==> src/design/ntm_scalar_params.svh <==
// Width macros shared by every RTL file; operands must stay below a nonzero modulus
`ifndef NTM_SCALAR_PARAMS_SVH
`define NTM_SCALAR_PARAMS_SVH

//////////////////////////////
// Datapath widths
//////////////////////////////

// Operand, modulus and result width
`define NTM_DATA_SIZE 16

// Summation length and loop index width
`define NTM_LENGTH_SIZE 8

//////////////////////////////
// Notes
//////////////////////////////

// Data width sets the multiplier bit count,
// so latency of one product grows linearly with it

// A length of zero is taken as one by the
// summation unit

`endif

==> src/design/ntm_arith_pkg.sv <==
// Adder request and result words; all operands assumed already reduced below the modulus
`default_nettype none

`include "ntm_scalar_params.svh"

package ntm_arith_pkg;

  //////////////////////////////
  // Adder request
  //////////////////////////////

  // Three words into the shared modular adder
  // Modulus must be nonzero
  typedef struct packed {
    logic [`NTM_DATA_SIZE-1:0] a;
    logic [`NTM_DATA_SIZE-1:0] b;
    logic [`NTM_DATA_SIZE-1:0] modulus;
  } adder_req_t;

  //////////////////////////////
  // Adder result
  //////////////////////////////

  // Reduced sum, always below the modulus
  typedef struct packed {
    logic [`NTM_DATA_SIZE-1:0] sum;
  } adder_rsp_t;

endpackage

`default_nettype wire

==> src/design/ntm_ctrl_pkg.sv <==
// FSM state encodings and arbiter client index; one client per function unit
`default_nettype none

`include "ntm_scalar_params.svh"

package ntm_ctrl_pkg;

  // Summation loop, same three steps as the original FSM
  typedef enum logic [1:0] {
    SUM_STARTER = 2'd0,
    SUM_INPUT   = 2'd1,
    SUM_ENDER   = 2'd2
  } summation_state_t;

  // Double-and-add sequencing
  typedef enum logic [2:0] {
    MUL_IDLE     = 3'd0,
    MUL_DBL_REQ  = 3'd1,
    MUL_DBL_WAIT = 3'd2,
    MUL_ADD_REQ  = 3'd3,
    MUL_ADD_WAIT = 3'd4
  } multiplier_state_t;

  // Zero is summation, one is multiplier
  typedef enum logic {
    CLIENT_SUM = 1'b0,
    CLIENT_MUL = 1'b1
  } client_id_t;

endpackage

`default_nettype wire

==> src/design/ntm_scalar_adder.sv <==
// Single-cycle modular adder; operands must be below a nonzero modulus, result valid with ready
`timescale 1ns/1ps
`default_nettype none

`include "ntm_scalar_params.svh"

module ntm_scalar_adder
  import ntm_arith_pkg::*;
(
  input  wire logic       CLK,
  input  wire logic       RST,
  input  wire logic       start,
  input  wire adder_req_t req,
  output logic            ready,
  output adder_rsp_t      rsp
);

  //////////////////////////////
  // Sum and reduction
  //////////////////////////////

  // One extra bit keeps the carry
  logic [`NTM_DATA_SIZE:0]   sum_ext;
  logic [`NTM_DATA_SIZE-1:0] sum_red;

  assign sum_ext = {1'b0, req.a} + {1'b0, req.b};

  // Both inputs below m, so one subtraction is enough
  always_comb begin
    if (sum_ext >= {1'b0, req.modulus}) begin
      sum_red = sum_ext[`NTM_DATA_SIZE-1:0] - req.modulus;
    end else begin
      sum_red = sum_ext[`NTM_DATA_SIZE-1:0];
    end
  end

  // Ready follows start by one cycle
  always_ff @(posedge CLK or posedge RST) begin
    if (RST) begin
      ready <= 1'b0;
    end else begin
      ready <= start;
    end
  end

  // Result register
  always_ff @(posedge CLK) begin
    if (start) begin
      rsp.sum <= sum_red;
    end
  end

  // Arbiter must wait for ready before the next start
  a_no_start_on_ready : assert property (@(posedge CLK) disable iff (RST)
    !(start && ready));

endmodule

`default_nettype wire

==> src/design/ntm_adder_arbiter.sv <==
// Round-robin share of one adder; each client must hold its request until its ready pulse
`timescale 1ns/1ps
`default_nettype none

`include "ntm_scalar_params.svh"

module ntm_adder_arbiter
  import ntm_arith_pkg::*, ntm_ctrl_pkg::*;
(
  input  wire logic       CLK,
  input  wire logic       RST,
  input  wire logic       sum_start,
  input  wire adder_req_t sum_req,
  input  wire logic       mul_start,
  input  wire adder_req_t mul_req,
  input  wire logic       adder_ready,
  input  wire adder_rsp_t adder_rsp,
  output logic            sum_ready,
  output logic            mul_ready,
  output adder_rsp_t      rsp,
  output logic            adder_start,
  output adder_req_t      adder_req
);

  logic       sum_pend, mul_pend, busy;
  logic       sum_want, mul_want, grant;
  // Owner of the request in flight, also the round-robin pointer
  client_id_t owner;
  client_id_t pick;

  // Fresh start counts as a request in the same cycle
  assign sum_want = sum_pend | sum_start;
  assign mul_want = mul_pend | mul_start;
  // Adder free, or freeing up this cycle
  assign grant    = (sum_want | mul_want) & (~busy | adder_ready);

  // Both waiting, so serve the one not served last
  always_comb begin
    if (sum_want && mul_want) begin
      pick = (owner == CLIENT_SUM) ? CLIENT_MUL : CLIENT_SUM;
    end else if (mul_want) begin
      pick = CLIENT_MUL;
    end else begin
      pick = CLIENT_SUM;
    end
  end

  always_ff @(posedge CLK or posedge RST) begin
    if (RST) begin
      sum_pend <= 1'b0;
      mul_pend <= 1'b0;
      busy <= 1'b0;
      owner <= CLIENT_SUM;
      adder_start <= 1'b0;
      sum_ready <= 1'b0;
      mul_ready <= 1'b0;
    end else begin
      adder_start <= grant;
      sum_pend <= sum_want & ~(grant && (pick == CLIENT_SUM));
      mul_pend <= mul_want & ~(grant && (pick == CLIENT_MUL));
      if (grant) begin
        owner <= pick;
        busy <= 1'b1;
      end else if (adder_ready) begin
        busy <= 1'b0;
      end
      // Route back to whoever owned the finished request
      sum_ready <= adder_ready && (owner == CLIENT_SUM);
      mul_ready <= adder_ready && (owner == CLIENT_MUL);
    end
  end

  // Request and result words
  always_ff @(posedge CLK) begin
    if (grant) begin
      adder_req <= (pick == CLIENT_SUM) ? sum_req : mul_req;
    end
    if (adder_ready) begin
      rsp <= adder_rsp;
    end
  end

  // One outstanding request per client
  a_sum_one_pending : assert property (@(posedge CLK) disable iff (RST)
    sum_start |-> !sum_pend);
  a_mul_one_pending : assert property (@(posedge CLK) disable iff (RST)
    mul_start |-> !mul_pend);
  a_ready_onehot : assert property (@(posedge CLK) disable iff (RST)
    !(sum_ready && mul_ready));

endmodule

`default_nettype wire

==> src/design/ntm_scalar_summation_function.sv <==
// Modular accumulator; inputs outside the input state are dropped, so wait for each DATA_OUT_ENABLE
`timescale 1ns/1ps
`default_nettype none

`include "ntm_scalar_params.svh"

module ntm_scalar_summation_function
  import ntm_arith_pkg::*, ntm_ctrl_pkg::*;
(
  input  wire logic                        CLK,
  input  wire logic                        RST,
  input  wire logic                        START,
  input  wire logic [`NTM_LENGTH_SIZE-1:0] LENGTH_IN,
  input  wire logic [`NTM_DATA_SIZE-1:0]   MODULO_IN,
  input  wire logic [`NTM_DATA_SIZE-1:0]   DATA_IN,
  input  wire logic                        DATA_IN_ENABLE,
  input  wire logic                        adder_ready,
  input  wire adder_rsp_t                  adder_rsp,
  output logic                             READY,
  output logic                             DATA_OUT_ENABLE,
  output logic [`NTM_DATA_SIZE-1:0]        DATA_OUT,
  output logic                             adder_start,
  output adder_req_t                       adder_req
);

  //////////////////////////////
  // State
  //////////////////////////////

  summation_state_t              state;
  logic [`NTM_LENGTH_SIZE-1:0]   index_loop;
  logic [`NTM_LENGTH_SIZE-1:0]   last_index;
  logic [`NTM_DATA_SIZE-1:0]     modulo;
  logic [`NTM_DATA_SIZE-1:0]     acc;

  //////////////////////////////
  // Control FSM
  //////////////////////////////

  always_ff @(posedge CLK or posedge RST) begin
    if (RST) begin
      state <= SUM_STARTER;
      READY <= 1'b0;
      DATA_OUT_ENABLE <= 1'b0;
      adder_start <= 1'b0;
      index_loop <= '0;
    end else begin
      // Pulses last one cycle
      READY <= 1'b0;
      DATA_OUT_ENABLE <= 1'b0;
      adder_start <= 1'b0;
      case (state)
        SUM_STARTER: begin
          if (START) begin
            index_loop <= '0;
            state <= SUM_INPUT;
          end
        end
        SUM_INPUT: begin
          // One adder request per accepted input
          if (DATA_IN_ENABLE) begin
            adder_start <= 1'b1;
            state <= SUM_ENDER;
          end
        end
        SUM_ENDER: begin
          if (adder_ready) begin
            DATA_OUT_ENABLE <= 1'b1;
            if (index_loop == last_index) begin
              READY <= 1'b1;
              state <= SUM_STARTER;
            end else begin
              index_loop <= index_loop + 1'b1;
              state <= SUM_INPUT;
            end
          end
        end
        default: begin
          state <= SUM_STARTER;
        end
      endcase
    end
  end

  //////////////////////////////
  // Datapath
  //////////////////////////////

  // Latched length and modulus, accumulator, request word
  always_ff @(posedge CLK) begin
    if (state == SUM_STARTER && START) begin
      // Zero length runs as one input
      last_index <= (LENGTH_IN == '0) ? '0 : LENGTH_IN - 1'b1;
      modulo <= MODULO_IN;
      acc <= '0;
    end
    // Held until the arbiter sends ready
    if (state == SUM_INPUT && DATA_IN_ENABLE) begin
      adder_req.a <= acc;
      adder_req.b <= DATA_IN;
      adder_req.modulus <= modulo;
    end
    // Partial sum goes out with the enable
    if (state == SUM_ENDER && adder_ready) begin
      acc <= adder_rsp.sum;
      DATA_OUT <= adder_rsp.sum;
    end
  end

endmodule

`default_nettype wire

==> src/design/ntm_scalar_multiplier.sv <==
// Double-and-add modular product; A and B must be below a nonzero modulus, latency varies with B
`timescale 1ns/1ps
`default_nettype none

`include "ntm_scalar_params.svh"

module ntm_scalar_multiplier
  import ntm_arith_pkg::*, ntm_ctrl_pkg::*;
(
  input  wire logic                      CLK,
  input  wire logic                      RST,
  input  wire logic                      START,
  input  wire logic [`NTM_DATA_SIZE-1:0] MODULO_IN,
  input  wire logic [`NTM_DATA_SIZE-1:0] DATA_A_IN,
  input  wire logic [`NTM_DATA_SIZE-1:0] DATA_B_IN,
  input  wire logic                      adder_ready,
  input  wire adder_rsp_t                adder_rsp,
  output logic                           READY,
  output logic [`NTM_DATA_SIZE-1:0]      DATA_OUT,
  output logic                           adder_start,
  output adder_req_t                     adder_req
);

  localparam int BIT_W = $clog2(`NTM_DATA_SIZE);

  multiplier_state_t         state;
  logic [BIT_W-1:0]          bit_idx;
  logic [`NTM_DATA_SIZE-1:0] op_a;
  logic [`NTM_DATA_SIZE-1:0] op_b;
  logic [`NTM_DATA_SIZE-1:0] modulo;
  logic [`NTM_DATA_SIZE-1:0] acc;
  logic                      last_bit;

  assign last_bit = (bit_idx == '0);

  //////////////////////////////
  // Control FSM
  //////////////////////////////

  always_ff @(posedge CLK or posedge RST) begin
    if (RST) begin
      state <= MUL_IDLE;
      READY <= 1'b0;
      adder_start <= 1'b0;
      bit_idx <= '0;
    end else begin
      READY <= 1'b0;
      adder_start <= 1'b0;
      case (state)
        MUL_IDLE: begin
          if (START) begin
            // Scan from the MSB of B
            bit_idx <= BIT_W'(`NTM_DATA_SIZE - 1);
            state <= MUL_DBL_REQ;
          end
        end
        MUL_DBL_REQ: begin
          adder_start <= 1'b1;
          state <= MUL_DBL_WAIT;
        end
        MUL_DBL_WAIT: begin
          if (adder_ready) begin
            if (op_b[bit_idx]) begin
              state <= MUL_ADD_REQ;
            end else if (last_bit) begin
              READY <= 1'b1;
              state <= MUL_IDLE;
            end else begin
              bit_idx <= bit_idx - 1'b1;
              state <= MUL_DBL_REQ;
            end
          end
        end
        MUL_ADD_REQ: begin
          adder_start <= 1'b1;
          state <= MUL_ADD_WAIT;
        end
        MUL_ADD_WAIT: begin
          if (adder_ready) begin
            if (last_bit) begin
              READY <= 1'b1;
              state <= MUL_IDLE;
            end else begin
              bit_idx <= bit_idx - 1'b1;
              state <= MUL_DBL_REQ;
            end
          end
        end
        default: begin
          state <= MUL_IDLE;
        end
      endcase
    end
  end

  //////////////////////////////
  // Datapath
  //////////////////////////////

  always_ff @(posedge CLK) begin
    if (state == MUL_IDLE && START) begin
      op_a <= DATA_A_IN;
      op_b <= DATA_B_IN;
      modulo <= MODULO_IN;
      acc <= '0;
    end
    // Doubling is acc plus acc
    if (state == MUL_DBL_REQ) begin
      adder_req <= '{a: acc, b: acc, modulus: modulo};
    end
    if (state == MUL_ADD_REQ) begin
      adder_req <= '{a: acc, b: op_a, modulus: modulo};
    end
    if ((state == MUL_DBL_WAIT || state == MUL_ADD_WAIT) && adder_ready) begin
      acc <= adder_rsp.sum;
    end
    // Product held until the next run ends
    if (state == MUL_DBL_WAIT && adder_ready && !op_b[bit_idx] && last_bit) begin
      DATA_OUT <= adder_rsp.sum;
    end
    if (state == MUL_ADD_WAIT && adder_ready && last_bit) begin
      DATA_OUT <= adder_rsp.sum;
    end
  end

endmodule

`default_nettype wire

==> src/design/ntm_scalar_unit.sv <==
// Top of the scalar engine; both units share one adder, so latency grows under contention
`timescale 1ns/1ps
`default_nettype none

`include "ntm_scalar_params.svh"

module ntm_scalar_unit
  import ntm_arith_pkg::*;
(
  input  wire logic                        CLK,
  input  wire logic                        RST,
  // Summation side
  input  wire logic                        sum_start,
  input  wire logic [`NTM_LENGTH_SIZE-1:0] sum_length,
  input  wire logic [`NTM_DATA_SIZE-1:0]   sum_modulo,
  input  wire logic [`NTM_DATA_SIZE-1:0]   sum_data_in,
  input  wire logic                        sum_data_in_enable,
  output logic [`NTM_DATA_SIZE-1:0]        sum_data_out,
  output logic                             sum_data_out_enable,
  output logic                             sum_ready,
  // Multiplier side
  input  wire logic                        mul_start,
  input  wire logic [`NTM_DATA_SIZE-1:0]   mul_modulo,
  input  wire logic [`NTM_DATA_SIZE-1:0]   mul_a,
  input  wire logic [`NTM_DATA_SIZE-1:0]   mul_b,
  output logic [`NTM_DATA_SIZE-1:0]        mul_data_out,
  output logic                             mul_ready
);

  // Client links
  logic       s_start, s_ready, m_start, m_ready;
  adder_req_t s_req, m_req;
  adder_rsp_t cl_rsp;
  // Arbiter to adder
  logic       a_start, a_ready;
  adder_req_t a_req;
  adder_rsp_t a_rsp;

  ntm_scalar_summation_function i_sum (
    .CLK(CLK), .RST(RST), .START(sum_start), .LENGTH_IN(sum_length),
    .MODULO_IN(sum_modulo), .DATA_IN(sum_data_in), .DATA_IN_ENABLE(sum_data_in_enable),
    .adder_ready(s_ready), .adder_rsp(cl_rsp), .READY(sum_ready),
    .DATA_OUT_ENABLE(sum_data_out_enable), .DATA_OUT(sum_data_out),
    .adder_start(s_start), .adder_req(s_req)
  );

  ntm_scalar_multiplier i_mul (
    .CLK(CLK), .RST(RST), .START(mul_start), .MODULO_IN(mul_modulo),
    .DATA_A_IN(mul_a), .DATA_B_IN(mul_b), .adder_ready(m_ready), .adder_rsp(cl_rsp),
    .READY(mul_ready), .DATA_OUT(mul_data_out), .adder_start(m_start), .adder_req(m_req)
  );

  ntm_adder_arbiter i_arb (
    .CLK(CLK), .RST(RST), .sum_start(s_start), .sum_req(s_req),
    .mul_start(m_start), .mul_req(m_req), .adder_ready(a_ready), .adder_rsp(a_rsp),
    .sum_ready(s_ready), .mul_ready(m_ready), .rsp(cl_rsp),
    .adder_start(a_start), .adder_req(a_req)
  );

  ntm_scalar_adder i_add (
    .CLK(CLK), .RST(RST), .start(a_start), .req(a_req), .ready(a_ready), .rsp(a_rsp)
  );

endmodule

`default_nettype wire

==> config.mk <==
export PLATFORM = sky130hd
export DESIGN_NAME = ntm_scalar_unit
export DESIGN_NICKNAME = d
export VERILOG_FILES = /design/src/design/ntm_arith_pkg.sv /design/src/design/ntm_ctrl_pkg.sv /design/src/design/ntm_scalar_adder.sv /design/src/design/ntm_adder_arbiter.sv /design/src/design/ntm_scalar_summation_function.sv /design/src/design/ntm_scalar_multiplier.sv /design/src/design/ntm_scalar_unit.sv
export VERILOG_INCLUDE_DIRS = /design/src /design/src/design
export SDC_FILE = /design/constraint.sdc
export NUM_CORES = 1
export LEC_CHECK = 0
export BUFFER_PORTS_ARGS = -buffer_cell sky130_fd_sc_hd__buf_2
export CAP_MARGIN = 15
export CORE_MARGIN = 1.5
export CORE_UTILIZATION = 64
export DETAILED_ROUTE_END_ITERATION = 10
export HOLD_SLACK_MARGIN = 0.05
export PLACE_DENSITY = 0.88
export SYNTH_ARGS = -nofsm -noshare
export SYNTH_HDL_FRONTEND = slang
export SYNTH_HIERARCHICAL = 1
export SYNTH_SLANG_ARGS = --single-unit
==> constraint.sdc <==
create_clock -name CLK -period 10.4 [get_ports CLK]
set_input_delay 1.56 -clock CLK [delete_from_list [all_inputs] [get_ports CLK]]
set_output_delay 1.56 -clock CLK [all_outputs]
set_load 0.005 [all_outputs]
# Yosys cells after proc, flatten, opt, wreduce, memory -nomap -nowiden
# Cells that the tools add are included.
[word_totals] regBits=342 elab_cells=155 inputBits=93
[classes] order_cmp=2 n_mux=51 n_bitwise=12 n_eq_ne=15 n_reduce_logical=33 add_sub_neg=5
[ops] operator="$mux 48" n=3
[ops] operator="$mux 16" n=7
[ops] operator="$mux 8" n=3
[ops] operator="$mux 1" n=20
[ops] operator="$mux 4" n=5
[ops] operator="$add 16x16->17" n=1
[ops] operator="$ge 17x16->1" n=1
[ops] operator="$pmux 8 s2" n=1
[ops] operator="$sub 16x16->16" n=1
[ops] operator="$logic_and 1x1->1" n=15
[ops] operator="$pmux 3 s5" n=1
[ops] operator="$mux 3" n=4
[ops] operator="$pmux 4 s3" n=1
[ops] operator="$reduce_bool 2->1" n=6
[ops] operator="$ne 2x2->1 const B" n=5
[ops] operator="$add 8x1->8 const B" n=1
[ops] operator="$eq 8x8->1" n=1
[ops] operator="$logic_not 8->1" n=1
[ops] operator="$sub 8x1->8 const B" n=1
[ops] operator="$eq 3x2->1 const B" n=2
[ops] operator="$mux 2" n=3
[ops] operator="$ne 2x1->1 const B" n=3
[ops] operator="$pmux 2 s3" n=1
[ops] operator="$reduce_and 3->1" n=2
[ops] operator="other kinds (20)" n=29

# Logic depth before layout (Yosys ltp)
# Gate-level depths: netlist (run 1).
[depth] ltp_word=7 ltp_mapped=18 mapped_depth_nobuf=16

# Hierarchy
# The synthesis (run 1) kept the hierarchy.
[modules_own_cells] module="ntm_scalar_multiplier" area_each_um2=4882.2 cells_per_inst=236 seq_area_each_um2=4068.9 instances=1
[modules_own_cells] module="ntm_scalar_summation_function" area_each_um2=4257.8 cells_per_inst=239 seq_area_each_um2=3448.3 instances=1
[modules_own_cells] module="ntm_adder_arbiter" area_each_um2=2876.5 cells_per_inst=141 seq_area_each_um2=2097.0 instances=1
[modules_own_cells] module="ntm_scalar_adder" area_each_um2=2250.9 cells_per_inst=250 seq_area_each_um2=505.5 instances=1

# Worst setup path after synthesis (run 1)
# OpenSTA, ideal clock, no wires.
[synth_timing] path_kind="in2reg" from="input port sum_data_in_enable" to="register i_sum/adder_req[0] (netlist bit) (enable)" cell_stages=2 setup_time_ns=0.527 setup_slack_ns=4.666 path_buffers=0 t_required_ns=9.873 arrival_ns=5.207 cell_sequence="inv_1 > nor3b_1"
[synth_between] elab_chain_cells=1
[synth_rtl] item="from (decl)" line="ntm_scalar_unit.sv:17" rtl="input wire logic sum_data_in_enable,"
[synth_rtl] item="$logic_and 1x1->1" line="ntm_scalar_summation_function.sv:98" rtl="if (state == SUM_INPUT && DATA_IN_ENABLE) begin"
[synth_rtl] item="to (decl)" line="ntm_scalar_summation_function.sv:23" rtl="output adder_req_t adder_req"
# Every way passes these cells.
# A chain may end at the register's enable or synchronous reset.

# Worst setup path in the final report (run 1)
[layout_timing] from="register i_arb/adder_req[19] (netlist bit)" to="register i_add/rsp[2] (netlist bit) (data pin)"
[layout_between] elab_chain_cells=3
[layout_rtl] item="from (decl)" line="ntm_adder_arbiter.sv:22" rtl="output adder_req_t adder_req"
[layout_rtl] item="from (signal assigned)" line="ntm_adder_arbiter.sv:76" rtl="adder_req <= (pick == CLIENT_SUM) ? sum_req : mul_req;"
[layout_rtl] item="$add 16x16->17" line="ntm_scalar_adder.sv:26" rtl="assign sum_ext = {1'b0, req.a} + {1'b0, req.b};"
[layout_rtl] item="$ge 17x16->1" line="ntm_scalar_adder.sv:30" rtl="if (sum_ext >= {1'b0, req.modulus}) begin"
[layout_rtl] item="$mux 16" line="ntm_scalar_adder.sv:30"
[layout_rtl] item="named net i_add.sum_red[2]" line="ntm_scalar_adder.sv:24" rtl="logic [`NTM_DATA_SIZE-1:0] sum_red;"
[layout_rtl] item="to (decl)" line="ntm_scalar_adder.sv:15" rtl="output adder_rsp_t rsp"
# The timed path passes the listed nets, and every way through them passes these cells.

==> flow_summary.ini, run 1 <==
[synthesis]
synth_top_cell_by_area = edfxtp_1
synth_cells = 866
ys.flop_type = edfxtp_1
ys_seq_elements = 342
syn_area_um2 = 14300
synth.area.top_cells = edfxtp_1, dfrtp_1, mux2_2, ha_1, mux2_4
yosys-top-cells-count = edfxtp_1, mux2_2, inv_1, and3_1, a21oi_1
synth_fp_nets = 997
synth.most_common_cell = edfxtp_1
synthDistinctLibCells = 82
synth_seq_area_share_pct = 70.9
yosysTopAreaCellShare_pct = 65.7
yosys_warnings = 6
syn_area_per_cell_um2 = 16.5
async_reset_ff_share_pct = 8.77
synth_edf_count = 312

[cts]
cts_buffers = 35
insertion_delay_ns = 0.51
cts_tree = done
cts-root-buf = clkbuf_16
cts.sink_count = 342
postCtsSetupRepairBufs = 0
cts_max_level = 2
post_cts_resized = 0
cts.clk_slew.worst_paths_ns = 0.06
cts_max_path_buffers = 3
cts_hold_buf = 0

[timing]
slew_headroom_pct = 25.3
period_share_pct = 49.6
max_freq_mhz = 194
worstMarginPinSlew_ns = 1.12
hold_violations = 0
setup_violations = 0
period_minus_slack_ns = 5.15
tns_ns = 0
skew_ns = 0.0151
slew_viol_final = 0
rsz0062_at_grt = no

[worst_hold_path]
hp-class = flop to flop

[status]
outcome = finished, final reports clean

[power_and_ir_drop]
p_leak_nw = 6.27
peakVddDrop_v = 0.000234
power_w = 0.00581
power-per-cell-area_nw_per_um2 = 358

[worst_setup_path]
cp-start-kind = flop
r2r_cells = 14
end_kind = flop
endpoint = i_add/rsp[2]
r2r_end = i_add/rsp[2]
cp.required_ns = 10.64
path_class = flop to flop
reg2reg_from = i_arb/adder_req[19]
cp_max_fo = 16
reg2reg_slack_ns = 5.25
crit_path_start = i_arb/adder_req[19]
cp.arrival_ns = 5.40

[detailed_routing]
route.detailed.drc = 0
firstDrtPassIters = 4
first_iter_violations = 570
vias = 7878
drt_wl_total_um = 28000
routed_via_density = 5.99
ant_nets = 0
routedWlPerCell_um = 21.3

[floorplan]
initial_utilization_pct = 65.4
placeableCoreArea_um2 = 21800
fp.dieH_um = 152
rows = 54
io_pins = 128
dieArea_um2 = 23200
fp.dieW_um = 152

[grt]
antenna_found_initial = 0
grt_pass1_wl_um = 43900
grt_pass1_vias = 8232
grt_start_max_net_pins = 52
grt_overflow = 0
track_usage_pct = 24.6

[cells_and_area]
nFillCells = 1304
nets = 1143
drive_gt1_share_pct = 27.5
areaGrowthSynthToFinish_pct = 13.7
diodes = 0

[flow_run]
drv_cap = 0

[place]
place_hpwl_um = 18000
gp_congestion = 0.882
portBuffers = 127
## logic make-up after synthesis
group / count (synthesis) / synth area share, %
xor gates and xnor gates: 38 / 2.39
buffers and inverters: 68 / 2.50
adders and majority gates: 39 / 3.51
AOI/OAI and AO/OA: 125 / 6.15
and+or+nand+nor: 167 / 6.64
muxes: 87 / 7.89
DFF: 342 / 70.9
## power breakdown
part	switching (W)	internal, W	total [W]
Combinational	0.00128	0.00105	0.00232
Clock	0.000483	0.000685	0.00117
Sequential	0.000213	0.00211	0.00232
## area by class of cell
cell class / count / area [um2] / area share [%]
Clock buffer: 49 / 981 / 6.05
Clock inverter: 12 / 96.3 / 0.594
Inverter: 42 / 158 / 0.972
Multi-Input combinational cell: 456 / 3820 / 23.6
Sequential cell: 342 / 10100 / 62.4
Tap cell: 280 / 350 / 2.16
Timing Repair Buffer: 135 / 696 / 4.29
## stage by stage
| step | hold slack, ns | instance area [um2] | utilization (%) | std cells | setup slack (ns) |
|---|---|---|---|---|---|
| 2_1_floorplan | 0.400 | 14300 | - | 866 | 4.67 |
| 3_3_place_gp | 0.400 | 15100 | 69.4 | 1255 | 5.52 |
| 3_5_place_dp | 0.405 | 15100 | 69.4 | 1255 | 5.37 |
| 4_1_cts | 0.418 | 16200 | 74.3 | 1316 | 5.29 |
| 6_report | 0.417 | 16200 | 74.3 | 1316 | 5.25 |
| 5_1_grt | 0.422 | 16200 | 74.3 | 1316 | 4.93 |
## critical path, stage by stage, from the launching register on
cell and delay, ns:
edfxtp_1 0.37, ha_1 0.37, a21o_1 0.19, a21oi_1 0.21, a211oi_1 0.15, nor4_1 0.70
nor2_1 0.13, xor2_1 0.19, ha_1 0.37, and3_1 0.23, nand3_1 0.11, a311o_1 0.32
a32oi_1 0.29, a221o_1 0.84, mux2_2 0.43
## layout by cell type (no fill, tap or decap), drive strengths merged, types with 6 or more instances in the layout
master	count
clkinv	10
nor2b	11
o21ai	23
mux2	77
buf	135
inv	42
nand2	27
a21oi	38
mux2i	6
nand2b	6
and2	7
clkbuf	49
ha	36
xor2	11
a21o	12
edfxtp	312
nor2	31
and3	41
nand3	11
xnor2	27
dfrtp	30
## state kept, by name, summed over array words and instances, names as in the netlist, 16 cells and up
name and count:
i_sum/acc 16, i_mul/op_b 16, i_sum/DATA_OUT 16, i_sum/adder_req 48
i_mul/DATA_OUT 16, i_arb/adder_req 48, i_mul/adder_req 48, i_add/rsp 16
i_arb/rsp 16, i_mul/op_a 16, i_mul/acc 16, i_mul/modulo 16
i_sum/modulo 16
## how the worst min path moves through the flow
stage / start / endpoint / slack, ns / cells past startpoint
floorplan: i_add/rsp[0] / i_arb/rsp[0] / 0.40 / 0
global placement: i_mul/modulo[2] / i_mul/adder_req[2] / 0.40 / 0
detailed placement: i_sum/modulo[12] / i_sum/adder_req[12] / 0.40 / 0
CTS: i_sum/modulo[12] / i_sum/adder_req[12] / 0.42 / 0
global route: i_sum/acc[0] / i_sum/adder_req[32] / 0.42 / 0
finish: i_sum/modulo[12] / i_sum/adder_req[12] / 0.42 / 0
## layer usage
metal  GRT usage, %  vias up  part of all wire, %
met2           42.3      302                   51
met3           4.07       64                  5.9
met1           32.0     3905                   40
li1               -     3607                    -
met5              0        -                    0
met4           8.51        0                  2.9
(Power assumes the default switching activity.)
==> run 2: changes to the inputs <==
ABC_AREA = 1   (was not set)
CORE_UTILIZATION = 60   (was 64)
PLACE_DENSITY = 0.83   (was 0.88)
clock period = 4.8 ns   (was 10.4 ns; I/O delays follow)
==> flow_summary.ini, run 2 <==
[status]
outcome = finished, final reports clean

[grt]
grt_pass1_vias = 9452
antenna_found_initial = 0
track_usage_pct = 25.5
grt-busiest-layer = met2
grt_use_met1_pct = 34.6
grtUsageMet3_pct = 4.34
grt_pass1_wl_um = 50200
grtUsageMet2_pct = 42.0
grt_overflow = 0
grt_start_max_net_pins = 51

[detailed_routing]
drt_wl_total_um = 31800
vias = 9698
routed_via_density = 5.38
ant_nets = 0
routedWlPerCell_um = 17.6
route.detailed.drc = 0
firstDrtPassIters = 5
first_iter_violations = 940

[synthesis]
synth_xor_area_share_pct = 1.30
synth_edf_count = 312
synth.area.top_cells = edfxtp_1, nand2_1, dfrtp_1, inv_1, nand3_1
ys.flop_type = edfxtp_1
synth.most_common_cell = nand2_1
synth_cells = 1302
synth_fa_ha_area_share_pct = 3.30
synth_seq_area_share_pct = 68.1
ys_seq_elements = 342
synthDistinctLibCells = 43
synth_compound_area_share_pct = 1.40
async_reset_ff_share_pct = 8.77
synth_top_cell_by_area = edfxtp_1
yosys_warnings = 6
synthSimpleGateAreaFrac_pct = 18.8
syn_area_per_cell_um2 = 11.4
syn_area_um2 = 14800
yosysTopAreaCellShare_pct = 63.1
yosys-top-cells-count = nand2_1, edfxtp_1, inv_1, nand3_1, nor2_1
synthMuxAreaShare_pct = 1.21
synth_top_family_by_area = simple AND/OR/NAND/NOR gates
synth_fp_nets = 1433

[worst_setup_path]
cpLargestDelayFamily = simple AND/OR/NAND/NOR gates
cp.arrival_ns = 3.84
cp_max_fo = 17
crit_buf_inv = 0
critPathSlowestCell = fa_1
crit_chain = ha_1 -> fa_1 -> nand3_1 -> nand3_1 -> nand3_1 -> nand3_1 -> nand2_1 -> nand2_1 -> ha_1 -> nand2_1 -> nor2_1 -> a21oi_1 -> nand2_2 -> nand2_4 -> nand2_4 -> nand2_2 -> nand2_2
cp-start-kind = flop
path_common_cell = nand3_1
cp.required_ns = 5.07
path_class = flop to flop
end_kind = flop
cp_slowest_stage_delay_ns = 0.48

[cells_and_area]
nFillCells = 1645
final_common_cell = nand2_1
reg_top3 = i_arb/adder_req (48), i_mul/adder_req (48), i_sum/adder_req (48)
areaGrowthSynthToFinish_pct = 15.1
final_core_util_pct = 70.3
seqCellArea_um2 = 10100
mostFrequentLayoutCells = nand2_1, edfxtp_1, inv_1
diodes = 0
nets = 1584
drive_gt1_share_pct = 17.7
multi_input_area_um2 = 3880
fin_area_um2 = 17100

[timing]
tns_ns = 0
period_minus_slack_ns = 3.56
slew_headroom_pct = 29.4
hold_violations = 0
period_share_pct = 74.3
rsz0062_at_grt = no
max_freq_mhz = 281
worstMarginPinSlew_ns = 1.05
skew_ns = 0.00721
setup_violations = 0
slew_viol_final = 0

[floorplan]
rows = 57
io_pins = 128
dieArea_um2 = 25700
fp.dieH_um = 160
fp.dieW_um = 160
placeableCoreArea_um2 = 24300
initial_utilization_pct = 61.1

[place]
gp_congestion = 0.925
placed_area_um2 = 15800
place_hpwl_um = 20900
portBuffers = 127

[cts]
insertion_delay_ns = 0.51
cts_max_level = 2
cts_buffers = 36
cts_tree = done
cts.sink_count = 342
cts_max_path_buffers = 3
postCtsSetupRepairBufs = 0
post_cts_resized = 0
cts-root-buf = clkbuf_16
cts.clk_slew.worst_paths_ns = 0.06
cts_hold_buf = 0

[worst_hold_path]
hp-class = primary input to async pin

[flow_run]
drv_cap = 0
## run 2: worst reg2reg max path: cells and delay by family (launching register included)
family / cells / cell delay, ns
AND/OR/NAND/NOR: 13 / 1.65
adder cells (fa/ha/maj): 3 / 1.08
flip-flops: 1 / 0.38
AO/OA/AOI/OAI: 1 / 0.22
## run 2: layer usage
layer	wire length, um	share of wire (%)
met5	0	0
met4	981	3.1
met3	2250	7.1
met2	15200	48
met1	13300	42
## run 2: cell type report
class / instances / area share (%)
Clock buffer: 42 / 5.52
Sequential cell: 342 / 59.2
Multi-Input combinational cell: 751 / 22.7
Timing Repair Buffer: 137 / 4.16
Inverter: 185 / 4.06
Clock inverter: 23 / 2.00
Tap cell: 324 / 2.37
## run 2: cells by family after synthesis
kind of cell    count (synthesis)
compound gates                 37
xor+xnor                       22
mux                            16
buf+inv                       209
fa+ha+maj                      38
simple gates                  638
flops                         342
## run 2: stage by stage
step / instances / hold WS [ns] / worst slack (ns)
after floorplan: 1302 / 0.400 / 1.45
after global placement: 1739 / 0.401 / 1.52
after detailed placement: 1739 / 0.405 / 1.36
after CTS: 1804 / 0.0741 / 1.31
after global routing: 1804 / 0.0794 / 1.00
final: 1804 / 0.0960 / 1.24
## run 2: worst paths after layout
kind	start	slack (ns)	depth (start not counted)	end
max reg2reg	i_arb/adder_req[16]	1.24	17	i_add/rsp[2]
min reg2reg	i_mul/modulo[2]	0.42	0	i_mul/adder_req[2]
max in group asynchronous	RST	4.18	2	i_sum/index_loop[0]
min in group CLK	mul_a[15]	0.38	1	i_mul/op_a[15]
min	RST	0.1	2	i_add/ready
max	i_arb/adder_req[16]	1.24	17	i_add/rsp[2]
Power of run 2 is left out: the tool's default activity adds up to more than one toggle a clock period on the data nets, which glitch-free logic cannot reach.
==> run 3: changes to the inputs <==
ABC_AREA = 0   (was 1)
CORE_UTILIZATION = 54   (was 60)
PLACE_DENSITY = 0.79   (was 0.83)
clock period = 3.15 ns   (was 4.8 ns; I/O delays follow)
==> flow_summary.ini, run 3 (same netlist as run 1, synthesis figures left out) <==
[worst_setup_path]
critPathSlowestCell = edfxtp_1
cp-start-kind = flop
cp.required_ns = 3.40
cp.arrival_ns = 4.44
cp_max_fo = 16
cp_slowest_stage_delay_ns = 0.44
path_class = flop to flop
end_kind = flop
cpLargestDelayFamily = compound AO/OA/AOI/OAI gates
crit_chain = ha_4 -> fa_2 -> a211oi_2 -> o21ai_1 -> and4_4 -> a211o_1 -> xor2_2 -> ha_1 -> and3_4 -> nand3_4 -> a311o_1 -> a32oi_2 -> a221o_1 -> buf_12 -> mux2_2
path_depth = 15
r2r_cells = 15
crit_buf_inv = 1

[timing]
tns_ns = -15.77
max_freq_mhz = 238
rsz0062_at_grt = yes
period_minus_slack_ns = 4.19
skew_ns = 0.0227
hold_ws_ns = 0.131
period_share_pct = 133
fin_ws_ns = -1.04
slew_viol_final = 0
slew_headroom_pct = 41.7
worstMarginPinSlew_ns = 0.874
setup_violations = 16
hold_violations = 0

[floorplan]
rows = 59
initial_utilization_pct = 54.9
fp.dieW_um = 166
io_pins = 128
dieArea_um2 = 27400
fp.dieH_um = 166
placeableCoreArea_um2 = 26000

[power_and_ir_drop]
p_leak_nw = 6.75
power_w = 0.0218
peakVddDrop_v = 0.000757
power-per-cell-area_nw_per_um2 = 1270

[detailed_routing]
ant_nets = 0
firstDrtPassIters = 5
drt_wl_total_um = 29300
routed_via_density = 5.60
vias = 8147
route.detailed.drc = 0
first_iter_violations = 624
routedWlPerCell_um = 20.1

[status]
outcome = finished, violations left
violations = negative setup slack

[cells_and_area]
nFillCells = 1813
fin_cells = 1456
multi_input_area_um2 = 3960
seqCellArea_um2 = 10100
final_common_cell = edfxtp_1
drive_gt1_share_pct = 35.3
nets = 1228
areaGrowthSynthToFinish_pct = 20.4
reg_top3 = i_arb/adder_req (48), i_mul/adder_req (48), i_sum/adder_req (48)
mostFrequentLayoutCells = edfxtp_1, buf_2, buf_4
diodes = 0

[place]
pre_cts_slack_ns = -0.961
place_inst = 1385
portBuffers = 127
gp_congestion = 0.851
place_hpwl_um = 19500

[grt]
grt_pass1_vias = 8257
grt_overflow = 0
antenna_found_initial = 0
grt_pass1_wl_um = 43800
grt_start_max_net_pins = 51
track_usage_pct = 21.6

[cts]
cts.sink_count = 342
cts_tree = done
cts_max_level = 2
cts_max_path_buffers = 3
insertion_delay_ns = 0.52
cts.clk_slew.worst_paths_ns = 0.06
cts_buffers = 36
cts-root-buf = clkbuf_16

[worst_hold_path]
hp-class = primary input to flop
hold_depth = 1

[flow_run]
drv_cap = 0
## run 3: changes by cell type in the layout (fill, tap and decap cells not counted), sizes merged, moves of 11 or more
cell,change
nand2,-374
o21ai,+14
buf,+81
a21oi,+16
inv,-141
nor2,-52
mux2,+61
a21o,+12
and3,+41
xnor2,+19
nand3,-112
nor2b,+11
## run 3: area by class of cell
cell class	instances	area share, %
flip-flops and latches	342	58.9
clock inverters	19	1.25
multi-input cells	456	23.1
well taps	335	2.44
clock buffers	43	5.52
inverters	42	0.918
repair buffers	219	7.88
## run 3: path summary, 6_finish.rpt
path                                           from                  end  slack (ns)
min in group asynchronous                       RST          i_add/ready        0.38
max in group asynchronous                       RST  i_sum/index_loop[5]        2.19
worst max register to register  i_arb/adder_req[16]         i_add/rsp[1]       -1.04
worst min-delay path                       mul_b[3]        i_mul/op_b[3]        0.13
worst min register to register         i_sum/acc[2]  i_sum/adder_req[34]        0.41
worst max-delay path            i_arb/adder_req[16]         i_add/rsp[1]       -1.04
## run 3: what timing repair did
item | in CTS | in global routing
pin swaps | 3 | 4
gates resized for setup | 6 | 14
cloned | 0 | 0
hold endpoints to repair | 30 | 0
endpoints found under the setup margin | 16 | 16
buffers inserted | 2 | 8
hold buffers | 1 | 0
## run 3: through the flow
stage | utilization [%] | area [um2]
2_1_floorplan | - | 14300
3_3_place_gp | 60.9 | 15800
3_5_place_dp | 60.9 | 15800
4_1_cts | 65.7 | 17100
5_1_grt | 66.1 | 17200
6_report | 66.1 | 17200
## run 3: report_power, final
part	switching, W	internal [W]	leakage [nW]
Sequential	0.000697	0.00696	3.28
Clock	0.00167	0.00249	0.556
Combinational	0.00497	0.00507	2.91
## run 3: routing by layer
metal  wire length, um  vias to the layer above  global-route usage (%)
li1                  -                     3779                       -
met1             12000                     4028                    27.2
met2             14500                      273                    36.5
met3              1740                       67                    4.12
met4              1070                        0                    9.29
met5                 0                        -                       0
